### src/watchPkg.sv
package watchPkg;

  localparam int addrW = 32;
  localparam int dataW = 32;
  localparam int byteEnW = 4;
  localparam int respW = 2;

  typedef struct packed {
    logic valid;
    logic [addrW-1:0] addr;
  } iReqT;

  typedef struct packed {
    logic read;
    logic write;
    logic [byteEnW-1:0] byteEn;
    logic [addrW-1:0] addr;
  } dReqT;

  typedef struct packed {
    logic [addrW-1:0] addr;
  } iSampleT;

  typedef struct packed {
    logic write;
    logic [byteEnW-1:0] byteEn;
    logic [addrW-1:0] addr;
    logic [dataW-1:0] data;
  } dSampleT;

  typedef struct packed {
    logic awvalid;
    logic [addrW-1:0] awaddr;
    logic wvalid;
    logic [dataW-1:0] wdata;
    logic [byteEnW-1:0] wstrb;
    logic bready;
    logic arvalid;
    logic [addrW-1:0] araddr;
    logic rready;
  } axiLiteReqT;

  typedef struct packed {
    logic awready;
    logic wready;
    logic bvalid;
    logic [respW-1:0] bresp;
    logic arready;
    logic rvalid;
    logic [dataW-1:0] rdata;
    logic [respW-1:0] rresp;
  } axiLiteRspT;

  // register map, one word each
  localparam logic [addrW-1:0] regCtrl = 32'h00;
  localparam logic [addrW-1:0] regIWatch = 32'h04;
  localparam logic [addrW-1:0] regIMask = 32'h08;
  localparam logic [addrW-1:0] regDWatch = 32'h0C;
  localparam logic [addrW-1:0] regDMask = 32'h10;
  localparam logic [addrW-1:0] regStatus = 32'h14;
  localparam logic [addrW-1:0] regIHitAddr = 32'h18;
  localparam logic [addrW-1:0] regDHitAddr = 32'h1C;

  localparam logic [respW-1:0] respOkay = 2'b00;

endpackage

### src/missTracker.sv
`timescale 1ns/100ps

module missTracker
(
  input  logic CLK,
  input  logic arstN,
  input  watchPkg::iReqT iReq,
  input  logic iMiss,
  input  logic iFill,
  input  logic dMiss,
  input  logic dFill,
  output logic iBusy,
  output logic dBusy,
  output logic iFillSeen,
  output logic dFillSeen,
  output logic [watchPkg::addrW-1:0] fetchAddr
);

  logic iPendR;
  logic dPendR;

  // busy covers the miss cycle itself and runs through the fill cycle
  assign iBusy = iPendR | iMiss;
  assign dBusy = dPendR | dMiss;

  always_ff @(posedge CLK or negedge arstN)
  begin
    if (!arstN)
    begin
      iPendR <= 1'b0;
      dPendR <= 1'b0;
      iFillSeen <= 1'b0;
      dFillSeen <= 1'b0;
    end
    else
    begin
      iPendR <= iMiss | (iPendR & ~iFill);
      dPendR <= dMiss | (dPendR & ~dFill);
      // marks the cycle after the refill
      iFillSeen <= iFill & iPendR;
      dFillSeen <= dFill & dPendR;
    end
  end

  // new fetches are ignored while a miss is outstanding
  always_ff @(posedge CLK)
  begin
    if (iReq.valid && !iBusy)
    begin
      fetchAddr <= iReq.addr;
    end
  end

endmodule

### src/accessSampler.sv
`timescale 1ns/100ps

module accessSampler
(
  input  logic CLK,
  input  logic arstN,
  input  watchPkg::iReqT iReq,
  input  watchPkg::dReqT dReq,
  input  logic iMiss,
  input  logic iFill,
  input  logic dMiss,
  input  logic dFill,
  input  logic xcpn,
  input  logic [watchPkg::dataW-1:0] storeData,
  input  logic [watchPkg::dataW-1:0] loadData,
  input  logic [watchPkg::dataW-1:0] fillData,
  output logic iSample,
  output watchPkg::iSampleT iSampleData,
  output logic dSample,
  output watchPkg::dSampleT dSampleData
);

  logic iBusy;
  logic dBusy;
  logic iFillSeen;
  logic dFillSeen;
  logic [watchPkg::addrW-1:0] fetchAddr;

  // instruction S stage
  logic sRead;
  logic iPend;

  // data M and W stages
  logic mRead;
  logic mWrite;
  logic [watchPkg::byteEnW-1:0] mByteEn;
  logic [watchPkg::addrW-1:0] mAddr;
  logic wRead;
  logic wWrite;
  logic [watchPkg::byteEnW-1:0] wByteEn;
  logic [watchPkg::addrW-1:0] wAddr;
  logic [watchPkg::dataW-1:0] wData;
  logic dPend;

  missTracker i_missTracker
  (
    .CLK       (CLK),
    .arstN     (arstN),
    .iReq      (iReq),
    .iMiss     (iMiss),
    .iFill     (iFill),
    .dMiss     (dMiss),
    .dFill     (dFill),
    .iBusy     (iBusy),
    .dBusy     (dBusy),
    .iFillSeen (iFillSeen),
    .dFillSeen (dFillSeen),
    .fetchAddr (fetchAddr)
  );

  always_ff @(posedge CLK or negedge arstN)
  begin
    if (!arstN)
    begin
      sRead <= 1'b0;
      iPend <= 1'b0;
      mRead <= 1'b0;
      mWrite <= 1'b0;
      wRead <= 1'b0;
      wWrite <= 1'b0;
      dPend <= 1'b0;
    end
    else
    begin
      sRead <= iReq.valid & ~iBusy;
      iPend <= (sRead & iMiss) | (iPend & ~iFillSeen);
      dPend <= (wRead & dMiss) | (dPend & ~dFillSeen);
      if (dBusy)
      begin
        // frozen, but an exception still kills the access in M
        mRead <= mRead & ~xcpn;
        mWrite <= mWrite & ~xcpn;
      end
      else
      begin
        mRead <= dReq.read;
        mWrite <= dReq.write;
        wRead <= mRead & ~xcpn;
        wWrite <= mWrite & ~xcpn;
      end
    end
  end

  always_ff @(posedge CLK)
  begin
    if (!dBusy)
    begin
      mByteEn <= dReq.byteEn;
      mAddr <= dReq.addr;
      wByteEn <= mByteEn;
      wAddr <= mAddr;
    end
    if (dFill)
    begin
      wData <= fillData;
    end
  end

  assign iSample = (sRead & ~iMiss) | (iPend & iFillSeen);
  assign iSampleData = '{addr: fetchAddr};

  assign dSample = wWrite | (wRead & ~dMiss & ~dPend) | (dPend & dFillSeen);

  always_comb
  begin
    dSampleData.write = wWrite;
    dSampleData.byteEn = wByteEn;
    dSampleData.addr = wAddr;
    if (dPend)
      dSampleData.data = wData;
    else if (wWrite)
      dSampleData.data = storeData;
    else
      dSampleData.data = loadData;
  end

endmodule

### src/watchMatcher.sv
`timescale 1ns/100ps

module watchMatcher
#(
  parameter type sampleT = watchPkg::iSampleT
)
(
  input  logic CLK,
  input  logic arstN,
  input  logic enable,
  input  logic [watchPkg::addrW-1:0] watchAddr,
  input  logic [watchPkg::addrW-1:0] watchMask,
  input  logic sampleValid,
  input  sampleT sample,
  output logic hit,
  output logic [watchPkg::addrW-1:0] hitAddr
);

  logic [watchPkg::addrW-1:0] diff;
  logic match;

  // only bits set in the mask take part in the compare
  assign diff = (sample.addr ^ watchAddr) & watchMask;
  assign match = enable & sampleValid & (diff == '0);

  always_ff @(posedge CLK or negedge arstN)
  begin
    if (!arstN)
    begin
      hit <= 1'b0;
    end
    else
    begin
      hit <= match;
    end
  end

  always_ff @(posedge CLK)
  begin
    if (match)
    begin
      hitAddr <= sample.addr;
    end
  end

endmodule

### src/watchRegs.sv
`timescale 1ns/100ps

module watchRegs
(
  input  logic CLK,
  input  logic arstN,
  input  watchPkg::axiLiteReqT axiReq,
  output watchPkg::axiLiteRspT axiRsp,
  input  logic iHit,
  input  logic dHit,
  input  logic [watchPkg::addrW-1:0] iHitAddr,
  input  logic [watchPkg::addrW-1:0] dHitAddr,
  output logic iEnable,
  output logic dEnable,
  output logic [watchPkg::addrW-1:0] iWatch,
  output logic [watchPkg::addrW-1:0] iMask,
  output logic [watchPkg::addrW-1:0] dWatch,
  output logic [watchPkg::addrW-1:0] dMask,
  output logic irq
);

  logic [1:0] ctrl;
  logic [1:0] status;
  logic [watchPkg::addrW-1:0] iHitAddrR;
  logic [watchPkg::addrW-1:0] dHitAddrR;
  logic bValid;
  logic rValid;
  logic [watchPkg::dataW-1:0] rData;
  logic wrFire;
  logic rdFire;
  logic [1:0] statusClr;
  logic [watchPkg::dataW-1:0] rdMux;

  function automatic logic [watchPkg::dataW-1:0] mergeStrb
  (
    input logic [watchPkg::dataW-1:0] old,
    input logic [watchPkg::dataW-1:0] data,
    input logic [watchPkg::byteEnW-1:0] strb
  );
    logic [watchPkg::dataW-1:0] res;
    res = old;
    for (int b = 0; b < watchPkg::byteEnW; b++)
    begin
      if (strb[b])
        res[8*b +: 8] = data[8*b +: 8];
    end
    return res;
  endfunction

  // address and data are taken together, one write in flight
  assign wrFire = axiReq.awvalid & axiReq.wvalid & ~bValid;
  assign rdFire = axiReq.arvalid & ~rValid;

  assign statusClr = (wrFire && axiReq.awaddr == watchPkg::regStatus) ?
                     axiReq.wdata[1:0] & {2{axiReq.wstrb[0]}} : 2'b00;

  always_comb
  begin
    case (axiReq.araddr)
      watchPkg::regCtrl:     rdMux = {{(watchPkg::dataW-2){1'b0}}, ctrl};
      watchPkg::regIWatch:   rdMux = iWatch;
      watchPkg::regIMask:    rdMux = iMask;
      watchPkg::regDWatch:   rdMux = dWatch;
      watchPkg::regDMask:    rdMux = dMask;
      watchPkg::regStatus:   rdMux = {{(watchPkg::dataW-2){1'b0}}, status};
      watchPkg::regIHitAddr: rdMux = iHitAddrR;
      watchPkg::regDHitAddr: rdMux = dHitAddrR;
      default:               rdMux = '0;
    endcase
  end

  always_ff @(posedge CLK or negedge arstN)
  begin
    if (!arstN)
    begin
      ctrl <= '0;
      iWatch <= '0;
      iMask <= '0;
      dWatch <= '0;
      dMask <= '0;
      status <= '0;
      iHitAddrR <= '0;
      dHitAddrR <= '0;
      bValid <= 1'b0;
      rValid <= 1'b0;
    end
    else
    begin
      if (wrFire)
      begin
        case (axiReq.awaddr)
          watchPkg::regCtrl:   ctrl <= axiReq.wdata[1:0] & {2{axiReq.wstrb[0]}} |
                                       ctrl & ~{2{axiReq.wstrb[0]}};
          watchPkg::regIWatch: iWatch <= mergeStrb(iWatch, axiReq.wdata, axiReq.wstrb);
          watchPkg::regIMask:  iMask <= mergeStrb(iMask, axiReq.wdata, axiReq.wstrb);
          watchPkg::regDWatch: dWatch <= mergeStrb(dWatch, axiReq.wdata, axiReq.wstrb);
          watchPkg::regDMask:  dMask <= mergeStrb(dMask, axiReq.wdata, axiReq.wstrb);
          default:             ;
        endcase
      end
      // a new hit wins over a clear in the same cycle
      status <= (status & ~statusClr) | {dHit, iHit};
      if (iHit)
        iHitAddrR <= iHitAddr;
      if (dHit)
        dHitAddrR <= dHitAddr;
      bValid <= wrFire | (bValid & ~axiReq.bready);
      rValid <= rdFire | (rValid & ~axiReq.rready);
    end
  end

  always_ff @(posedge CLK)
  begin
    if (rdFire)
      rData <= rdMux;
  end

  assign iEnable = ctrl[0];
  assign dEnable = ctrl[1];
  assign irq = |status;

  always_comb
  begin
    axiRsp.awready = wrFire;
    axiRsp.wready = wrFire;
    axiRsp.bvalid = bValid;
    axiRsp.bresp = watchPkg::respOkay;
    axiRsp.arready = rdFire;
    axiRsp.rvalid = rValid;
    axiRsp.rdata = rData;
    axiRsp.rresp = watchPkg::respOkay;
  end

endmodule

### src/watchTop.sv
`timescale 1ns/100ps

module watchTop
(
  input  logic CLK,
  input  logic arstN,
  input  watchPkg::iReqT iReq,
  input  logic iMiss,
  input  logic iFill,
  input  watchPkg::dReqT dReq,
  input  logic xcpn,
  input  logic dMiss,
  input  logic dFill,
  input  logic [watchPkg::dataW-1:0] storeData,
  input  logic [watchPkg::dataW-1:0] loadData,
  input  logic [watchPkg::dataW-1:0] fillData,
  input  watchPkg::axiLiteReqT axiReq,
  output logic iSample,
  output watchPkg::iSampleT iSampleData,
  output logic dSample,
  output watchPkg::dSampleT dSampleData,
  output watchPkg::axiLiteRspT axiRsp,
  output logic irq
);

  logic iEnable;
  logic dEnable;
  logic [watchPkg::addrW-1:0] iWatch;
  logic [watchPkg::addrW-1:0] iMask;
  logic [watchPkg::addrW-1:0] dWatch;
  logic [watchPkg::addrW-1:0] dMask;
  logic iHit;
  logic dHit;
  logic [watchPkg::addrW-1:0] iHitAddr;
  logic [watchPkg::addrW-1:0] dHitAddr;

  accessSampler i_accessSampler
  (
    .CLK         (CLK),
    .arstN       (arstN),
    .iReq        (iReq),
    .dReq        (dReq),
    .iMiss       (iMiss),
    .iFill       (iFill),
    .dMiss       (dMiss),
    .dFill       (dFill),
    .xcpn        (xcpn),
    .storeData   (storeData),
    .loadData    (loadData),
    .fillData    (fillData),
    .iSample     (iSample),
    .iSampleData (iSampleData),
    .dSample     (dSample),
    .dSampleData (dSampleData)
  );

  watchMatcher #(.sampleT(watchPkg::iSampleT)) i_iMatcher
  (
    .CLK         (CLK),
    .arstN       (arstN),
    .enable      (iEnable),
    .watchAddr   (iWatch),
    .watchMask   (iMask),
    .sampleValid (iSample),
    .sample      (iSampleData),
    .hit         (iHit),
    .hitAddr     (iHitAddr)
  );

  watchMatcher #(.sampleT(watchPkg::dSampleT)) i_dMatcher
  (
    .CLK         (CLK),
    .arstN       (arstN),
    .enable      (dEnable),
    .watchAddr   (dWatch),
    .watchMask   (dMask),
    .sampleValid (dSample),
    .sample      (dSampleData),
    .hit         (dHit),
    .hitAddr     (dHitAddr)
  );

  watchRegs i_watchRegs
  (
    .CLK      (CLK),
    .arstN    (arstN),
    .axiReq   (axiReq),
    .axiRsp   (axiRsp),
    .iHit     (iHit),
    .dHit     (dHit),
    .iHitAddr (iHitAddr),
    .dHitAddr (dHitAddr),
    .iEnable  (iEnable),
    .dEnable  (dEnable),
    .iWatch   (iWatch),
    .iMask    (iMask),
    .dWatch   (dWatch),
    .dMask    (dMask),
    .irq      (irq)
  );

endmodule

### config.mk
export PLATFORM = sky130hd
export DESIGN_NAME = watchTop
export DESIGN_NICKNAME = d
export VERILOG_FILES = /design/src/watchPkg.sv /design/src/missTracker.sv /design/src/accessSampler.sv /design/src/watchMatcher.sv /design/src/watchRegs.sv /design/src/watchTop.sv
export SDC_FILE = /design/constraint.sdc
export NUM_CORES = 1
export LEC_CHECK = 0
export ABC_CLOCK_PERIOD_IN_PS = 5700
export BUFFER_PORTS_ARGS = -buffer_cell sky130_fd_sc_hd__buf_4
export CORE_MARGIN = 4
export CORE_UTILIZATION = 45
export CTS_CLUSTER_DIAMETER = 60
export CTS_CLUSTER_SIZE = 14
export DETAILED_ROUTE_END_ITERATION = 10
export PLACE_DENSITY = 0.68
export SYNTH_ARGS = -nofsm -noshare
export SYNTH_HDL_FRONTEND = slang
export SYNTH_SLANG_ARGS = --single-unit
### constraint.sdc
create_clock -name CLK -period 5.7 [get_ports CLK]
set_clock_uncertainty 0.1 [all_clocks]
set_input_delay 1.71 -clock CLK [delete_from_list [all_inputs] [get_ports CLK]]
set_output_delay 1.71 -clock CLK [all_outputs]
set_load 0.005 [all_outputs]
* After elaboration in Yosys (flattened, before gate mapping)
Cells that the tools add are included.
Word-level totals: bits in registers 443, bits of input ports 279, word-level logic and storage cells 147
Operators by class: eq/ne operators 12, multiplexer cells 6, bitwise logic cells 60, reduce and logical (&&, ||, !) cells 25
Operators by type and width (number):
- $pmux W32 S8 | 1
- $eq A32 B5 Y1 const B | 6
- $eq A32 B4 Y1 const B | 4
- $logic_not A32 Y1 | 4
- $and A32 B32 Y32 | 2
- $eq A32 B3 Y1 const B | 2
- $mux W32 | 2
- $xor A32 B32 Y32 | 2
- $reduce_and A3 Y1 | 16
- $and A1 B1 Y1 | 25
- $not A1 Y1 | 13
- $or A1 B1 Y1 | 11
- $and A2 B2 Y2 | 3
- $not A2 Y2 | 2
- $or A2 B2 Y2 | 2
- $logic_and A1 B1 Y1 | 2
- $mux W1 | 2
- $mux W2 | 1
- $reduce_and A2 Y1 | 1
- $reduce_or A2 Y1 | 1
- $logic_not A1 Y1 | 1

* Depth between registers and ports, before layout
Gate-level depths: netlist (run 1).
word-level depth 7, depth in mapped cells 7, gate-level depth less buffers 5

* Hierarchy
Synthesis (run 1) repeated with hierarchy kept, for this count alone.
Second synthesis, totals: cell total of the unflattened synthesis 1202, area total of the unflattened synthesis 18820.6 µm²
Modules (own cells, without submodules):
- watchRegs | instances 1, cells each 743, area each 10646.5 µm²
- accessSampler | instances 1, cells each 243, area each 4130.2 µm²
- watchMatcher | instances 2, cells each 85, area each 1460.2 µm²
- missTracker | instances 1, cells each 46, area each 1123.6 µm²

* Least setup slack after synthesis (run 1)
No wires, ideal clock.
kind input-to-reg, start point input port dMiss, end point register i_accessSampler.mRead, arrival time 5160 ps, data required time 5299 ps, setup slack 140 ps, stages on the path 2, buffers on the path 0, path through nor2_1 -> o21ai_0
Between the ends: cells in the longest elaborated chain, start to end 2
Ends and longest elaborated chain:
- start: declaration | line watchTop.sv:12 | input logic dMiss,
- $or A1 B1 Y1 | line missTracker.sv:24 | assign dBusy = dPendR | dMiss;
- $mux W1 | line accessSampler.sv:78 | if (dBusy)
- end signal: assignment | line accessSampler.sv:81 | mRead <= mRead & ~xcpn;
- end signal: assignment | line accessSampler.sv:86 | mRead <= dReq.read;
- end: declaration | line accessSampler.sv:34 | logic mRead;
Every way passes these cells. A chain may end at the register's enable or synchronous reset.

* Worst setup path after layout (run 1)
start point input port dMiss, end point output port dSample
Between the ends: cells in the longest elaborated chain, start to end 5
Ends and longest elaborated chain:
- $not A1 Y1 | line accessSampler.sv:112 | assign dSample = wWrite | (wRead & ~dMiss & ~dPend) | (dPend & dFillSeen);
- $and A1 B1 Y1 (2 in a row) | line accessSampler.sv:112
- $or A1 B1 Y1 (2 in a row) | line accessSampler.sv:112
- end: declaration | line watchTop.sv:20 | output logic dSample,
Every way passes these cells.

==> out/results.tsv, run 1 <==
stage	metric	value	unit
drt	Detailed Routing Iterations Pass 1	5	
pwr	Seq pwr share	51.7	%
global_routing	Tot GR Track Use	24.8	%
floorplan	core area	40000	µm²
synthesis	top cells by area, synth	edfxtp_1, dfrtp_1, mux2_2	
timing	Fmax	237	MHz
place	placed cell area	22100	µm²
timing	fin crit share	74.0	%
worst_setup_path	critical path class	in2out	
synthesis	Distinct cells, synth	49	
clocking	PostCTS Resize Cnt	0	
timing	Final Setup Violations	0	
clocking	Hold Buf Count CTS	0	
clocking	CTS root buffer	clkbuf_16	
worst_setup_path	worst endpoint required time	3890	ps
min_path	Hold Crit Class	reg2reg	
finish	Filler cells	3242	
clocking	clk buf depth	3	
drt	routed vias	12300	
run	maxcap violations	0	
synthesis	FFs w/ async S/R, synth	47.6	%
worst_setup_path	Crit. End Element	output port	
clocking	Num CTS Buffers	42	
clocking	CTS Sinks	443	
finish	Final nets	1918	
synthesis	ys flop type	edfxtp_1	
global_routing	first-pass GRT wire length	82300	µm
worst_setup_path	critical-path maximum fanout	8	
finish	share of cells above drive strength 1	44.2	%
pwr	worst vdd ir	186	µV
worst_setup_path	Worst Path Arrival	2410	ps
pwr	Sw Ratio	22.2	%
drt	WL/cell	25.3	µm
floorplan	Top Ports	424	
finish	area grow syn2layout	28.1	%
pwr	Internal	5.26	mW
clocking	clk_lat worst skew	570	ps
drt	DR vias/cell	5.60	
worst_setup_path	Setup crit start kind	input pin	
synthesis	sequential-to-total area share from yosys stat	66.7	%
synthesis	Synth area leader	edfxtp_1	
pwr	switching pwr	1.50	mW
global_routing	largest net degree at the start of global routing	91	
floorplan	die area	44100	µm²
floorplan	Die Y	210	µm
synthesis	Post-synth EDFFs	232	
timing	RSZ-0062 raised after global routing	false	
synthesis	Syn. warnings	0	
drt	Post-Route WL	55700	µm
floorplan	Die W	210	µm
clocking	number of buffers added for setup after CTS	0	
clocking	Worst-path clk slew	60	ps
global_routing	initial antenna violation count	5	
synthesis	Cell Area, Synth	18300	µm²
synthesis	Yosys reg bits	443	
synthesis	Synth Instances	1212	
synthesis	syn avg cell area	15.1	µm²
clocking	CTS tree	done	
timing	Final Critical Period	4220	ps
synthesis	top cells by count, synth	edfxtp_1, dfrtp_1, mux2_2	
timing	Slew @ Worst Pin	1080	ps
place	DPL Wire Length	39300	µm
synthesis	top cell type's share of synthesized area	38.0	%
global_routing	grt total ovfl	0	
pwr	combinational power share	7.0	%
drt	DRT iter0 DRCs	1057	
timing	Max Transition Viols Final	0	
pwr	static leakage	10.3	nW
drt	Routed Antenna Nets	0	
clocking	H-tree levels	2	
finish	final instance area	23500	µm²
timing	slew margin rel.	27.7	%
drt	DRC viols	0	
synthesis	most frequent cell after synthesis	edfxtp_1	
pwr	Clock power frac	41.4	%
pwr	power density cells	287	nW/µm²
timing	final hold violation count	0	
status	status	finished, final reports clean	
global_routing	vias in the first global route	13100	
place	GP Congestion	0.876	
floorplan	Initial Utilization	45.9	%
place	port bufs	419	
floorplan	row cnt	73	
timing	setup TNS	0	ps
-- critical path, stage by stage --
cell and delay (ps):
buf_4 140, nand2b_1 130, o21ai_0 240, buf_4 180
-- per-stage QoR --
step	utilization, %	std cells	hold WS, ps	setup WS (ps)	total power, mW
5_1_grt	58.8	2199	323	1370	7.00
3_5_place_dp	55.3	2120	305	1390	4.03
3_3_place_gp	55.3	2120	301	1440	4.02
4_1_cts	58.7	2198	318	1450	6.83
6_report	58.8	2201	316	1480	6.76
2_1_floorplan	-	1215	300	140	3.67
-- layout by cell type (no fill, tap or decap), types with 3 or more instances in the layout --
cell type / netlist / layout
conb_1: 1 / 4
nand4_1: 10 / 10
nand2b_1: 6 / 6
edfxtp_1: 232 / 232
dfrtp_2: 0 / 3
o21ai_0: 42 / 42
nand2_1: 49 / 49
nor2_1: 45 / 44
clkbuf_16: 0 / 48
xor2_1: 64 / 64
o22ai_1: 10 / 10
clkbuf_1: 41 / 19
mux2i_1: 53 / 53
inv_6: 0 / 3
nand3_2: 9 / 9
o22a_1: 17 / 17
a21oi_1: 23 / 23
a222oi_1: 12 / 12
and2_1: 7 / 7
a22oi_1: 52 / 52
nor4b_2: 2 / 3
nor3_1: 5 / 3
diode_2: 0 / 3
o221ai_1: 3 / 3
nor3_4: 3 / 3
inv_1: 16 / 16
a22o_1: 15 / 15
dfrtp_1: 211 / 208
clkinv_2: 0 / 4
mux2_2: 210 / 210
buf_4: 10 / 439
a221oi_1: 12 / 12
nor4_1: 15 / 15
-- routing by layer --
| layer | vias up | share of wire [%] | global-route usage, % |
|---|---|---|---|
| met4 | 4 | 3.6 | 9.38 |
| met1 | 6203 | 40 | 33.0 |
| met3 | 109 | 8.8 | 6.50 |
| li1 | 5465 | - | - |
| met5 | - | 0.047 | 0 |
| met2 | 553 | 47 | 39.5 |
-- cell type report --
type	count	area, µm²	area share [%]
repair buffers	442	3350	14.2
clock inverters	10	77.6	0.330
well taps	525	657	2.79
clock buffers	68	1290	5.47
diodes	3	7.51	0.0319
multi-input cells	694	5820	24.8
inverters	16	60.1	0.255
flip-flops and latches	443	12300	52.1
-- power by group through the flow --
| stage | Clock (mW) | Combinational (mW) | Sequential, mW |
|---|---|---|---|
| after floorplan | 0 | 0.130 | 3.54 |
| after global placement | 0 | 0.468 | 3.56 |
| after detailed placement | 0 | 0.475 | 3.56 |
| after CTS | 2.86 | 0.476 | 3.49 |
| after global routing | 3.00 | 0.509 | 3.50 |
| final | 2.80 | 0.470 | 3.49 |
-- cell families after synthesis --
group / synth area share, %
AO/OA/AOI/OAI: 7.39
multiplexers: 15.8
XOR/XNOR: 3.06
AND/OR/NAND/NOR: 5.05
other: 0.0204
buffers and inverters: 1.90
flip-flops: 66.7
-- path summary, 6_finish.rpt --
check / from / endpoint / slack [ps] / depth (start not counted)
min: i_accessSampler.mAddr[3] / i_accessSampler.wAddr[3] / 320 / 0
max reg2reg: i_accessSampler.i_missTracker.fetchAddr[12] / i_iMatcher.hitAddr[20] / 2560 / 6
max in group asynchronous: arstN / i_accessSampler.wWrite / 3280 / 2
min reg2reg: i_accessSampler.mAddr[3] / i_accessSampler.wAddr[3] / 320 / 0
max: dMiss / dSample / 1480 / 4
min in group asynchronous: arstN / i_watchRegs.iHitAddrR[30] / 1090 / 1
(Power assumes the default switching activity.)
==> run 2: changes to the inputs <==
--- a/config.mk
+++ b/config.mk
@@ -5,14 +5,14 @@
 export SDC_FILE = /design/constraint.sdc
 export NUM_CORES = 1
 export LEC_CHECK = 0
-export ABC_CLOCK_PERIOD_IN_PS = 5700
+export ABC_CLOCK_PERIOD_IN_PS = 3400
 export BUFFER_PORTS_ARGS = -buffer_cell sky130_fd_sc_hd__buf_4
 export CORE_MARGIN = 4
 export CORE_UTILIZATION = 45
 export CTS_CLUSTER_DIAMETER = 60
 export CTS_CLUSTER_SIZE = 14
 export DETAILED_ROUTE_END_ITERATION = 10
-export PLACE_DENSITY = 0.68
+export PLACE_DENSITY = 0.7
 export SYNTH_ARGS = -nofsm -noshare
 export SYNTH_HDL_FRONTEND = slang
 export SYNTH_SLANG_ARGS = --single-unit
==> constraint.sdc (replaced) <==
create_clock -name CLK -period 3.4 [get_ports CLK]
set_clock_uncertainty 0.1 [all_clocks]
set_input_delay 1.02 -clock CLK [delete_from_list [all_inputs] [get_ports CLK]]
set_output_delay 1.02 -clock CLK [all_outputs]
set_load 0.005 [all_outputs]
==> out/results.tsv, run 2 (synthesis gave the netlist of run 1 again) <==
stage	metric	value	unit	change
timing	slew margin rel.	28.2	%	was 27.7%
finish	Filler cells	3179		was 3242
pwr	switching pwr	2.49	mW	was 1.50 mW
floorplan	Die Y	210	µm	unchanged
worst_setup_path	slowest CP cell	buf_4		was o21ai_0
worst_setup_path	Worst Path Buf+Inv	2		unchanged
global_routing	largest net degree at the start of global routing	62		was 91
floorplan	Die W	210	µm	unchanged
timing	setup TNS	0	ps	unchanged
finish	most frequent cells in the layout	buf_4, edfxtp_1, mux2_2		unchanged
finish	Sequential Area	12300	µm²	unchanged
place	DPL Wire Length	39900	µm	was 39300 µm
worst_setup_path	Worst path max stage delay	460	ps	was 240 ps
place	pre-CTS setup slack	79.1	ps	was 1390 ps
finish	Multi-input gate area	5830	µm²	was 5820 µm²
timing	Slew @ Worst Pin	1080	ps	about the same
floorplan	row cnt	73		unchanged
drt	DR vias/cell	5.61		was 5.60
timing	WHS	294	ps	was 316 ps
worst_setup_path	Worst Path Arrival	2030	ps	was 2410 ps
timing	Final Critical Period	3150	ps	
finish	area grow syn2layout	29.6	%	was 28.1%
clocking	Num CTS Buffers	41		was 42
worst_setup_path	Worst R2R Path Depth	6		unchanged
pwr	Internal	8.64	mW	was 5.26 mW
clocking	clk_lat worst skew	570	ps	about the same
finish	Final Core Density	59.4	%	was 58.8%
finish	Final nets	1944		was 1918
timing	fin crit share	92.5	%	
status	status	finished, final reports clean		unchanged
clocking	CTS root buffer	clkbuf_16		unchanged
worst_setup_path	Setup crit start kind	register		was input pin
clocking	H-tree levels	2		unchanged
drt	DRT iter0 DRCs	939		was 1057
global_routing	first-pass GRT wire length	82600	µm	was 82300 µm
timing	Final Setup Violations	0		unchanged
place	GP Congestion	0.901		was 0.876
floorplan	Top Ports	424		unchanged
clocking	clk buf depth	3		unchanged
drt	DRC viols	0		unchanged
worst_setup_path	flop2flop setup slack	620	ps	was 2560 ps
global_routing	vias in the first global route	13200		was 13100
worst_setup_path	worst endpoint required time	2280	ps	was 3890 ps
finish	most common cell after layout, fill and taps aside	buf_4		unchanged
worst_setup_path	critical-path maximum fanout	35		was 8
timing	Fmax	318	MHz	
min_path	Hold Crit Class	in2async		was reg2reg
clocking	CTS Sinks	443		unchanged
clocking	CTS tree	done		unchanged
timing	final worst slack	253	ps	was 1480 ps
place	port bufs	419		unchanged
drt	routed vias	12500		was 12300
finish	share of cells above drive strength 1	45.1	%	was 44.2%
clocking	number of buffers added for setup after CTS	0		unchanged
worst_setup_path	largest delay contributor family on the critical path	buffers and inverters		unchanged
floorplan	Initial Utilization	45.9	%	unchanged
drt	M1 WL	22300	µm	about the same
pwr	power density cells	468	nW/µm²	was 287 nW/µm²
drt	top routing layer in use	met5		unchanged
worst_setup_path	critical path class	reg2out		was in2out
floorplan	core area	40000	µm²	unchanged
global_routing	Tot GR Track Use	24.8	%	about the same
drt	Routed Antenna Nets	0		unchanged
clocking	Hold Buf Count CTS	0		unchanged
global_routing	grt total ovfl	0		unchanged
pwr	static leakage	10.4	nW	was 10.3 nW
worst_setup_path	cell chain of the critical path	buf_4, mux2i_1, o21ai_0, buf_4		was buf_4, nand2b_1, o21ai_0, buf_4
pwr	worst vdd ir	378	µV	was 186 µV
worst_setup_path	Most Frequent Cell on Critical Path	buf_4		unchanged
pwr	Seq pwr share	52.4	%	was 51.7%
drt	Detailed Routing Iterations Pass 1	7		was 5
clocking	PostCTS Resize Cnt	0		unchanged
drt	Post-Route WL	55900	µm	was 55700 µm
timing	Max Transition Viols Final	0		unchanged
global_routing	initial antenna violation count	2		was 5
pwr	combinational power share	7.4	%	was 7.0%
clocking	Worst-path clk slew	70	ps	was 60 ps
drt	routed length on met2	27300	µm	was 26400 µm
worst_setup_path	Crit. End Element	output port		unchanged
run	maxcap violations	0		unchanged
timing	RSZ-0062 raised after global routing	false		unchanged
drt	DR WL met3	4780	µm	was 4920 µm
worst_setup_path	Crit path depth	4		unchanged
floorplan	die area	44100	µm²	unchanged
pwr	Clock power frac	40.2	%	was 41.4%
pwr	Sw Ratio	22.4	%	was 22.2%
drt	WL/cell	25.1	µm	was 25.3 µm
timing	final hold violation count	0		unchanged
run 2: final timing paths:
path | startpoint | to
min reg2reg | i_accessSampler.mAddr[31] | i_accessSampler.wAddr[31]
min | arstN | i_watchRegs.rValid
max reg2reg | i_accessSampler.i_missTracker.fetchAddr[12] | i_iMatcher.hitAddr[6]
max in group asynchronous | arstN | i_watchRegs.dHitAddrR[12]
max | i_accessSampler.wWrite | dSampleData[11]
min in group CLK | i_accessSampler.mAddr[31] | i_accessSampler.wAddr[31]
run 2: routing by layer:
metal / track usage, % / vias to the layer above
met5: 0 / -
met4: 7.18 / 2
met3: 6.02 / 90
met2: 41.0 / 613
met1: 33.0 / 6263
li1: - / 5506
run 2: power groups by stage:
stage                     Sequential [mW]  Clock, mW  Combinational [mW]
after floorplan                      5.92          0               0.218
after global placement               5.94          0               0.823
after detailed placement             5.94          0               0.836
after CTS                            5.83       4.58               0.839
after global routing                 5.84       4.82               0.899
final                                5.83       4.47               0.828
run 2: metrics by stage:
step | cell area (µm²) | instances | power, mW
2_1_floorplan | 18400 | 1215 | 6.14
3_3_place_gp | 22500 | 2147 | 6.76
3_5_place_dp | 22500 | 2147 | 6.78
4_1_cts | 23800 | 2222 | 11.3
5_1_grt | 23800 | 2222 | 11.6
6_report | 23800 | 2224 | 11.1
run 2: area by class of cell:
cell class	instances	area share (%)
flip-flops and latches	443	51.5
diodes	2	0.0210
multi-input cells	694	24.5
repair buffers	469	15.6
inverters	16	0.253
well taps	525	2.76
clock buffers	64	5.00
clock inverters	11	0.342
